--- src/common/noc_pkg.sv ---
package noc_pkg;

        // ############################################################
        // Router dimensions
        // ############################################################

        localparam int unsigned NUM_PORTS = 5;
        localparam int unsigned PORT_ID_W = 3;
        localparam int unsigned PAYLOAD_W = 16;

        // ############################################################
        // Basic vector types
        // ############################################################

        typedef logic [PORT_ID_W-1:0] port_id_t; // Values 5 to 7 do not name a port
        typedef logic [PAYLOAD_W-1:0] payload_t;
        typedef logic [NUM_PORTS-1:0] req_vec_t; // One bit per input port

        // Port indices in mesh order
        localparam port_id_t PORT_N = 3'd0;
        localparam port_id_t PORT_S = 3'd1;
        localparam port_id_t PORT_W = 3'd2;
        localparam port_id_t PORT_E = 3'd3;
        localparam port_id_t PORT_L = 3'd4;

        // ############################################################
        // Flit and per-port bundles
        // ############################################################

        typedef struct packed {
                logic     valid;
                port_id_t dest;    // Next-hop output port
                payload_t payload;
        } flit_t;

        typedef flit_t [NUM_PORTS-1:0] flit_arr_t;   // Indexed by port
        typedef req_vec_t [NUM_PORTS-1:0] req_mat_t; // Indexed by output port

endpackage
--- src/design/noc_router_switch.sv ---
`timescale 1ns/1ps

module noc_router_switch
        import noc_pkg::*;
(
        input  logic      clk,
        input  logic      rst_n_i,
        input  flit_arr_t in_flit_i,
        input  logic      order_advance_i,
        output flit_arr_t out_flit_o,
        output req_vec_t  in_served_o
);

        req_mat_t req_mat;   // Requests per output port
        req_mat_t grant_mat; // Grants per output port

        route_decoder u_route_decoder (
                .in_flit_i (in_flit_i),
                .req_mat_o (req_mat)
        );

        // ############################################################
        // One arbiter per output, all sharing the order-advance strobe
        // ############################################################

        for (genvar o = 0; o < NUM_PORTS; o++) begin : g_arb
                rr_arbiter u_rr_arbiter (
                        .clk       (clk),
                        .rst_n_i   (rst_n_i),
                        .req_i     (req_mat[o]),
                        .advance_i (order_advance_i),
                        .grant_o   (grant_mat[o])
                );
        end

        crossbar_switch u_crossbar_switch (
                .clk         (clk),
                .rst_n_i     (rst_n_i),
                .in_flit_i   (in_flit_i),
                .grant_mat_i (grant_mat),
                .out_flit_o  (out_flit_o),
                .in_served_o (in_served_o)
        );

endmodule

--- src/design/crossbar_switch.sv ---
`timescale 1ns/1ps

module crossbar_switch
        import noc_pkg::*;
(
        input  logic      clk,
        input  logic      rst_n_i,
        input  flit_arr_t in_flit_i,
        input  req_mat_t  grant_mat_i,
        output flit_arr_t out_flit_o,
        output req_vec_t  in_served_o
);

        flit_arr_t sel_flit;
        flit_arr_t out_flit_q;
        req_vec_t  served;
        req_vec_t  served_q;

        // ############################################################
        // One-hot multiplexer per output
        // ############################################################

        always_comb begin
                for (int o = 0; o < NUM_PORTS; o++) begin
                        sel_flit[o] = '0;
                        for (int i = 0; i < NUM_PORTS; i++) begin
                                if (grant_mat_i[o][i]) begin
                                        sel_flit[o] = sel_flit[o] | in_flit_i[i];
                                end
                        end
                        sel_flit[o].valid = |grant_mat_i[o]; // Low when nobody won
                end
        end

        // An input is served if any output granted it
        always_comb begin
                served = '0;
                for (int o = 0; o < NUM_PORTS; o++) begin
                        served = served | grant_mat_i[o];
                end
        end

        always_ff @(posedge clk) begin
                if (!rst_n_i) begin
                        out_flit_q <= '0;
                        served_q   <= '0;
                end else begin
                        out_flit_q <= sel_flit;
                        served_q   <= served;
                end
        end

        assign out_flit_o  = out_flit_q;
        assign in_served_o = served_q;

endmodule

--- src/rr_arbiter/rr_arbiter.sv ---
`timescale 1ns/1ps

module rr_arbiter
        import noc_pkg::*;
(
        input  logic     clk,
        input  logic     rst_n_i,
        input  req_vec_t req_i,
        input  logic     advance_i,
        output req_vec_t grant_o
);

        port_id_t   ptr_q;    // Input that currently has top priority
        port_id_t   ptr_next;
        port_id_t   win_idx;
        port_id_t   scan_idx;
        logic [3:0] scan_sum;
        logic       found;

        // ############################################################
        // Grant search from the pointer upward, wrapping modulo 5
        // ############################################################

        always_comb begin
                grant_o  = '0;
                win_idx  = PORT_N;
                found    = 1'b0;
                scan_sum = '0;
                scan_idx = PORT_N;
                for (int k = 0; k < NUM_PORTS; k++) begin
                        scan_sum = {1'b0, ptr_q} + 4'(k);
                        if (scan_sum >= 4'(NUM_PORTS)) begin
                                scan_idx = port_id_t'(scan_sum - 4'(NUM_PORTS));
                        end else begin
                                scan_idx = port_id_t'(scan_sum);
                        end
                        if (!found && req_i[scan_idx]) begin
                                grant_o[scan_idx] = 1'b1;
                                win_idx           = scan_idx;
                                found             = 1'b1;
                        end
                end
        end

        // Winner goes to the back of the queue
        always_comb begin
                if (win_idx == PORT_L) begin
                        ptr_next = PORT_N;
                end else begin
                        ptr_next = win_idx + 3'd1;
                end
        end

        always_ff @(posedge clk) begin
                if (!rst_n_i) begin
                        ptr_q <= PORT_N;
                end else if (advance_i && found) begin
                        ptr_q <= ptr_next; // Rotate only on the order-advance strobe
                end
        end

endmodule

--- src/design/route_decoder.sv ---
`timescale 1ns/1ps

module route_decoder
        import noc_pkg::*;
(
        input  flit_arr_t in_flit_i,
        output req_mat_t  req_mat_o
);

        req_vec_t dest_ok; // Next-hop number names a real port
        req_vec_t flit_vld;

        always_comb begin
                for (int i = 0; i < NUM_PORTS; i++) begin
                        flit_vld[i] = in_flit_i[i].valid;
                        dest_ok[i]  = (in_flit_i[i].dest <= PORT_L);
                end
        end

        // ############################################################
        // Request matrix, rows are outputs and columns are inputs
        // ############################################################

        always_comb begin
                for (int o = 0; o < NUM_PORTS; o++) begin
                        for (int i = 0; i < NUM_PORTS; i++) begin
                                if (i == o) begin
                                        req_mat_o[o][i] = 1'b0; // A flit never turns back
                                end else begin
                                        req_mat_o[o][i] = flit_vld[i] && dest_ok[i] &&
                                                (in_flit_i[i].dest == port_id_t'(o));
                                end
                        end
                end
        end

endmodule

--- config.mk ---
export PLATFORM = sky130hd
export DESIGN_NAME = noc_router_switch
export DESIGN_NICKNAME = d
export VERILOG_FILES = /design/src/common/noc_pkg.sv /design/src/design/noc_router_switch.sv /design/src/design/crossbar_switch.sv /design/src/rr_arbiter/rr_arbiter.sv /design/src/design/route_decoder.sv
export SDC_FILE = /design/constraint.sdc
export NUM_CORES = 1
export LEC_CHECK = 0
export ABC_AREA = 1
export BUFFER_PORTS_ARGS = -buffer_cell sky130_fd_sc_hd__buf_2
export CORE_ASPECT_RATIO = 1.1
export CORE_MARGIN = 8
export CORE_UTILIZATION = 25
export CTS_CLUSTER_DIAMETER = 150
export DETAILED_ROUTE_END_ITERATION = 8
export GPL_TIMING_DRIVEN = 0
export SLEW_MARGIN = 20
export SYNTH_ARGS = -nofsm -noshare
export SYNTH_HDL_FRONTEND = slang
export SYNTH_SLANG_ARGS = --single-unit
--- constraint.sdc ---
create_clock -name clk -period 9.64 [get_ports clk]
set_input_delay 0.482 -clock clk [delete_from_list [all_inputs] [get_ports clk]]
set_output_delay 0.482 -clock clk [all_outputs]
set_load 0.005 [all_outputs]
# Word level (Yosys, flattened, before mapping)
# Index checks and enable logic that the tools add are counted.
[word_totals]
input_bits = 103
output_inout_bits = 105
regBits = 120
elab_cells = 550
[classes]
order_cmp = 80
n_mux = 230
bitwise_logic = 44
n_reduce_logical = 104
n_addsub = 50
n_eq_ne = 21
[op_table]
columns = ["cell", "count"]
rows = [
  ["$mux W19", 25],
  ["$or A19 B19 Y19", 20],
  ["$mux W3", 55],
  ["$mux W5", 25],
  ["$or A5 B5 Y5", 24],
  ["$lt A3 B4 Y1 const B", 25],
  ["$ge A4 B3 Y1 const B", 20],
  ["$bmux W1 S3", 25],
  ["$demux W1 S3", 25],
  ["$ge A3 B1 Y1 const B", 25],
  ["$logic_and A1 B1 Y1", 75],
  ["$mux W1", 75],
  ["$sub A3 B3 Y3 const B", 25],
  ["$add A3 B2 Y4 const B", 10],
  ["$eq A3 B3 Y1 const B", 9],
  ["$reduce_or A5 Y1", 5],
  ["$eq A3 B2 Y1 const B", 8],
  ["$add A3 B1 Y4 const B", 5],
  ["$add A3 B3 Y4 const B", 5],
  ["$logic_not A1 Y1", 20],
  ["$add A3 B1 Y3 const B", 5],
  ["$ge A3 B3 Y1 const B", 5],
  ["$le A3 B3 Y1 const B", 5],
  ["$eq A3 B1 Y1 const B", 4],
  ["$logic_not A3 Y1", 4],
]

# Longest topological paths before layout
[logic_depth]
word_depth = 27
ltp_mapped = 28
mapped_depth_nobuf = 27

# Cells and area by module
# From an unflattened synthesis, not the netlist that was laid out.
[unflattened]
hier_cells = 2361
hier_area_um2 = 13282.7
[modules_own_cells]
columns = ["mod", "instances", "cells_each", "seq_area_each_um2", "area_each_um2"]
rows = [
  ["crossbar_switch", 1, 1081, 2102.0, 6023.3],
  ["rr_arbiter (g_arb[1].u_rr_arbiter ...)", 4, 243, 60.1, 1403.8],
  ["rr_arbiter (g_arb[0].u_rr_arbiter)", 1, 242, 60.1, 1365.1],
  ["route_decoder", 1, 66, 0.0, 279.0],
]

# Worst setup path after synthesis
# OpenSTA, ideal clock, no wires.
[synth_path]
kind = "reg2reg"
from = "reg g_arb[1].u_rr_arbiter.ptr_q[0]"
to = "reg g_arb[1].u_rr_arbiter.ptr_q[1]"
path_slack_ns = 6.224
path_buffers = 2
synth_period_minus_slack_ns = 3.416
stages_incl_launch_ff = 23
setup_ns = 0.125
arrival_ns = 3.291
t_required_ns = 9.515
cell_sequence = "dfxtp_1 buf_4 inv_1 ha_1 inv_1 fa_1 o21bai_2 o21ai_0 nand4_1 nand2_1 nand2_1 nand3_4 inv_1 nand2_1 nor2_1 nor2_2 nand2_4 buf_6 nor2_1 inv_1 ha_1 o21ai_0 a21oi_1"
[synth_between]
elab_chain_cells = 19
word_cells_on_any_way = 51
cone_classes = "10 x add/sub; 5 x order compare; 1 x eq/ne; 26 x mux; 9 x reduce/logical"
[synth_lines]
columns = ["item", "line", "source"]
rows = [
  ["start, declared", "rr_arbiter.sv:13", "port_id_t ptr_q;"],
  ["start signal, assigned", "rr_arbiter.sv:58", "ptr_q <= ptr_next;"],
  ["branches (longest 16 deep; another with $add A3 B1 Y4)", "--", ""],
  ["$mux W3 (*)", "rr_arbiter.sv:37", "if (!found && req_i[scan_idx]) begin"],
  ["$add A3 B1 Y3 / $eq A3 B3 Y1 (equally long branches)", "rr_arbiter.sv:50, rr_arbiter.sv:47", ""],
  ["$mux W3 (*)", "rr_arbiter.sv:47", "if (win_idx == PORT_L) begin"],
  ["via g_arb[1].u_rr_arbiter.ptr_next[1]", "rr_arbiter.sv:14", "port_id_t ptr_next;"],
]
# Mark *: on every way through the listed nets, which the timed path passes. The select of a mux whose other input is x is not followed.
# A chain may end at the register's enable or synchronous reset.

# Final worst setup path
[layout_path]
from = "reg g_arb[2].u_rr_arbiter.ptr_q[0]"
to = "reg u_crossbar_switch.out_flit_q, in the netlist u_crossbar_switch.out_flit_o[50]"
[layout_between]
elab_chain_cells = 26
word_cells_on_any_way = 84
cone_classes = "9 x add/sub; 15 x order compare; 39 x mux; 8 x bitwise; 13 x reduce/logical"
[layout_lines]
columns = ["item", "line", "source"]
rows = [
  ["start, declared", "rr_arbiter.sv:13", ""],
  ["start signal, assigned", "rr_arbiter.sv:58", ""],
  ["branches (longest 16 deep; another with $add A3 B1 Y4)", "--", ""],
  ["$mux W5 (*)", "rr_arbiter.sv:37", ""],
  ["$mux W19", "crossbar_switch.sv:27", "if (grant_mat_i[o][i]) begin"],
  ["$or A19 B19 Y19", "crossbar_switch.sv:28", "sel_flit[o] = sel_flit[o] | in_flit_i[i];"],
  ["$mux W19", "crossbar_switch.sv:27", ""],
  ["$or A19 B19 Y19", "crossbar_switch.sv:28", ""],
  ["$mux W19", "crossbar_switch.sv:27", ""],
  ["$or A19 B19 Y19", "crossbar_switch.sv:28", ""],
  ["$mux W19", "crossbar_switch.sv:27", ""],
  ["$or A19 B19 Y19", "crossbar_switch.sv:28", ""],
  ["$mux W19 (*)", "crossbar_switch.sv:27", ""],
  ["end signal, assigned", "crossbar_switch.sv:48", "out_flit_q <= sel_flit;"],
  ["end, declared", "crossbar_switch.sv:15", "flit_arr_t out_flit_q;"],
]
# Mark *: on every way between the ends. The select of a mux whose other input is x is not followed.

==> flow_metrics.tcl <==
set metrics [dict create \
    timing.final.hold_violations 0 \
    cts.reportedPaths.clkPinSlew_ns 0.07 \
    setup.worst_path.class "flop to flop" \
    fmaxAchievable_mhz 232 \
    holdCritPathClass "primary input to flop" \
    netlist.area_leader.share 0.237 \
    hpwlAfterDp_um 36000 \
    core_area_sq_mm 0.0430 \
    grt_usage 0.174 \
    cts_htree_levels 4 \
    timing_worst_slew_pin_value_ns 1.10 \
    cp-end-kind "flop" \
    area_growth_pct 22.4 \
    max-clock-path-buffers 2 \
    grt_overflow 0 \
    post_cts_buffers 0 \
    fillers 4776 \
    place.port_buffers 207 \
    max_cap_violation_count 0 \
    reg2reg_slack_ns 5.34 \
    ff_latch_area_sq_mm 0.00240 \
    drive_above_1_share 0.179 \
    die_width_um 214 \
    combined_area_of_the_multi_input_logic_cells_sq_mm 0.00729 \
    fin_crit_sh 0.446 \
    synth.largest_area_cell "nand2_1" \
    number_of_global_route_vias_before_repair 12100 \
    setup_viol 0 \
    synthTopCellsByCount "nand2_1 (681), nor2_1 (281), inv_1 (206)" \
    post-synth-top-count-cell "nand2_1" \
    critPathLaunchType "flop" \
    slew_headroom 0.261 \
    antenna_left 0 \
    rsz0062_at_grt "false" \
    routed_wirelength_um 46200 \
    clkLatencyLatePin_ns 0.46 \
    run_status "complete, no violations" \
    design.die.area_sq_mm 0.0501 \
    required_ns 9.95 \
    final_nets 2273 \
    synth_async_sr_flop_share 0 \
    cp_slowest_stage_delay_ns 0.84 \
    worstPathBufferInverterCount 5 \
    cts_resized 0 \
    boundary_pins 208 \
    worstPathCellList "buf_4 -> inv_2 -> ha_1 -> inv_1 -> fa_1 -> o21bai_2 -> o21ai_0 -> o21ai_1 -> inv_1 -> nand2_1 -> nand4_1 -> nor2_4 -> nand3_1 -> inv_1 -> nor2_1 -> o21ai_0 -> nor2_1 -> nor2_1" \
    number_of_antenna_violations_at_the_first_check_in_global_routing 12 \
    timing_max_transition_violations_final 0 \
    die_height_um 234 \
    ctsHoldBuffers 0 \
    pwr_density_cell_mw_per_mm2 458 \
    cts_made_buffers 17 \
    row_cnt 80 \
    finalSetupTns_ns 0 \
    p_leak_nw 7.16 \
    critical_path.max_fanout 10 \
    placed_cell_area_sq_mm 0.0126 \
    timing.critical_path.max_delay_family "simple AND/OR/NAND/NOR gates" \
    syn_area_sq_mm 0.0108 \
    grt_max_degree 17 \
    detail_route.iter0.violations 1116 \
    critPathSlowestCell "nor2_1" \
    drt-vias-per-instance 4.83 \
    postSynthAreaPerCell_sq_um 5.74 \
    tritoncts "built" \
    drt_pre_antenna_iters 6 \
    vdd_drop_max_mv 0.192 \
    clock_sink_count 120 \
    vias 13100 \
    grt_first_pass_wirelength_um 68400 \
    most_frequently_used_flop_master_after_synthesis "dfxtp_1" \
    ys_types 45 \
    crit_arrival_ns 4.61 \
    yosys_register_bits 120 \
    layout_min_cycle_time_ns 4.30 \
    clock-root-buffer "clkbuf_16" \
    syn-instance-count 1881 \
    ys.warnings.count 0 \
    synth_area_leaders "nand2_1 (24%), dfxtp_1 (22%), nor2_1 (9.8%)" \
    drt_drc_violations_left 0 \
    globalplace.congestion 0.887 \
    wire_per_inst_um 17.0 \
    synth_enable_flop_cells 0 \
    finalClockSkew_ns 0.0199 \
    synth-seq-area-share 0.223 \
    start_util 0.251 \
    fin_hold_ws_ns 0.319 \
    postLayoutCellArea_sq_mm 0.0132 \
]
## metrics by stage
step                      utilization  total power, mW  instances  setup slack, ns
after global placement          0.292             5.19       2670             5.56
after detailed placement        0.292             5.26       2670             5.50
final                           0.307             6.05       2711             5.34
after CTS                       0.306             5.96       2702             5.49
after global routing            0.307             6.56       2710             4.98
after floorplan                     -             3.86       1889             6.22
## layer usage
| layer | share of wire | wire length [um] | vias up | track usage |
|---|---|---|---|---|
| li1 | - | - | 6404 | - |
| met3 | 0.082 | 3790 | 134 | 0.0426 |
| met1 | 0.41 | 18700 | 5909 | 0.206 |
| met4 | 0.049 | 2280 | 6 | 0.102 |
| met2 | 0.46 | 21300 | 634 | 0.287 |
| met5 | 0.00089 | 41 | - | 0 |
## layout by cell type, fill, tap and decap left out, types with 9 or more instances in the layout
| master | instances |
|---|---|
| nand2_2 | 23 |
| inv_1 | 206 |
| clkbuf_16 | 17 |
| buf_6 | 9 |
| conb_1 | 9 |
| ha_1 | 50 |
| dfxtp_1 | 120 |
| nor3_1 | 11 |
| clkbuf_1 | 10 |
| a21oi_1 | 43 |
| o21ai_1 | 17 |
| diode_2 | 9 |
| buf_2 | 210 |
| nand3_2 | 21 |
| o211ai_1 | 10 |
| inv_2 | 23 |
| nor2_1 | 281 |
| nor2_2 | 14 |
| nand3_1 | 163 |
| buf_4 | 12 |
| nand4_1 | 54 |
| o21ai_0 | 56 |
| nand2_1 | 681 |
## path summary, 6_finish.rpt
kind | to | start | cells after the start
hold / removal | u_crossbar_switch.out_flit_o[78] | in_flit_i[18] | 3
setup reg to reg | u_crossbar_switch.out_flit_o[50] | g_arb[2].u_rr_arbiter.ptr_q[0] | 18
setup / recovery | u_crossbar_switch.out_flit_o[50] | g_arb[2].u_rr_arbiter.ptr_q[0] | 18
hold reg to reg | g_arb[2].u_rr_arbiter.ptr_q[2] | g_arb[2].u_rr_arbiter.ptr_q[2] | 2
## registers in the layout, indices dropped and copies added, names as in the netlist
| signal | count |
|---|---|
| u_crossbar_switch.out_flit_o | 100 |
| g_arb.u_rr_arbiter.ptr_q | 15 |
| u_crossbar_switch.in_served_o | 5 |
## cell type report
type / instances / area share
Sequential cell: 120 / 0.182
Multi-Input combinational cell: 1500 / 0.552
Buffer: 37 / 0.0196
Tap cell: 574 / 0.0544
Clock inverter: 15 / 0.0134
Clock buffer: 17 / 0.0322
Inverter: 232 / 0.0664
Timing Repair Buffer: 207 / 0.0784
Antenna cell: 9 / 0.00171
## worst register-to-register path, cell delays in order (launching register included)
cell and delay, ns:
dfxtp_1 0.36, buf_4 0.20, inv_2 0.15, ha_1 0.17
inv_1 0.06, fa_1 0.37, o21bai_2 0.25, o21ai_0 0.54
o21ai_1 0.16, inv_1 0.08, nand2_1 0.11, nand4_1 0.22
nor2_4 0.07, nand3_1 0.12, inv_1 0.05, nor2_1 0.84
o21ai_0 0.23, nor2_1 0.13, nor2_1 0.05
## cells by family (layout without fill, tap and decap cells)
family | after synthesis | after routing | synth area share
xor+xnor | 12 | 12 | 0.0104
flops | 120 | 120 | 0.223
simple gates | 1279 | 1279 | 0.518
buf+inv | 269 | 508 | 0.105
other cells | 1 | 18 | 0.000347
fa+ha+maj | 55 | 55 | 0.0672
compound gates | 145 | 145 | 0.0761
## report_power, final
part	total [mW]	switching, mW	internal, mW
sequential	0.744	0.0737	0.670
combinational	4.63	3.22	1.41
clock	0.681	0.290	0.391
Note: power is estimated with default switching activity, not from simulation.
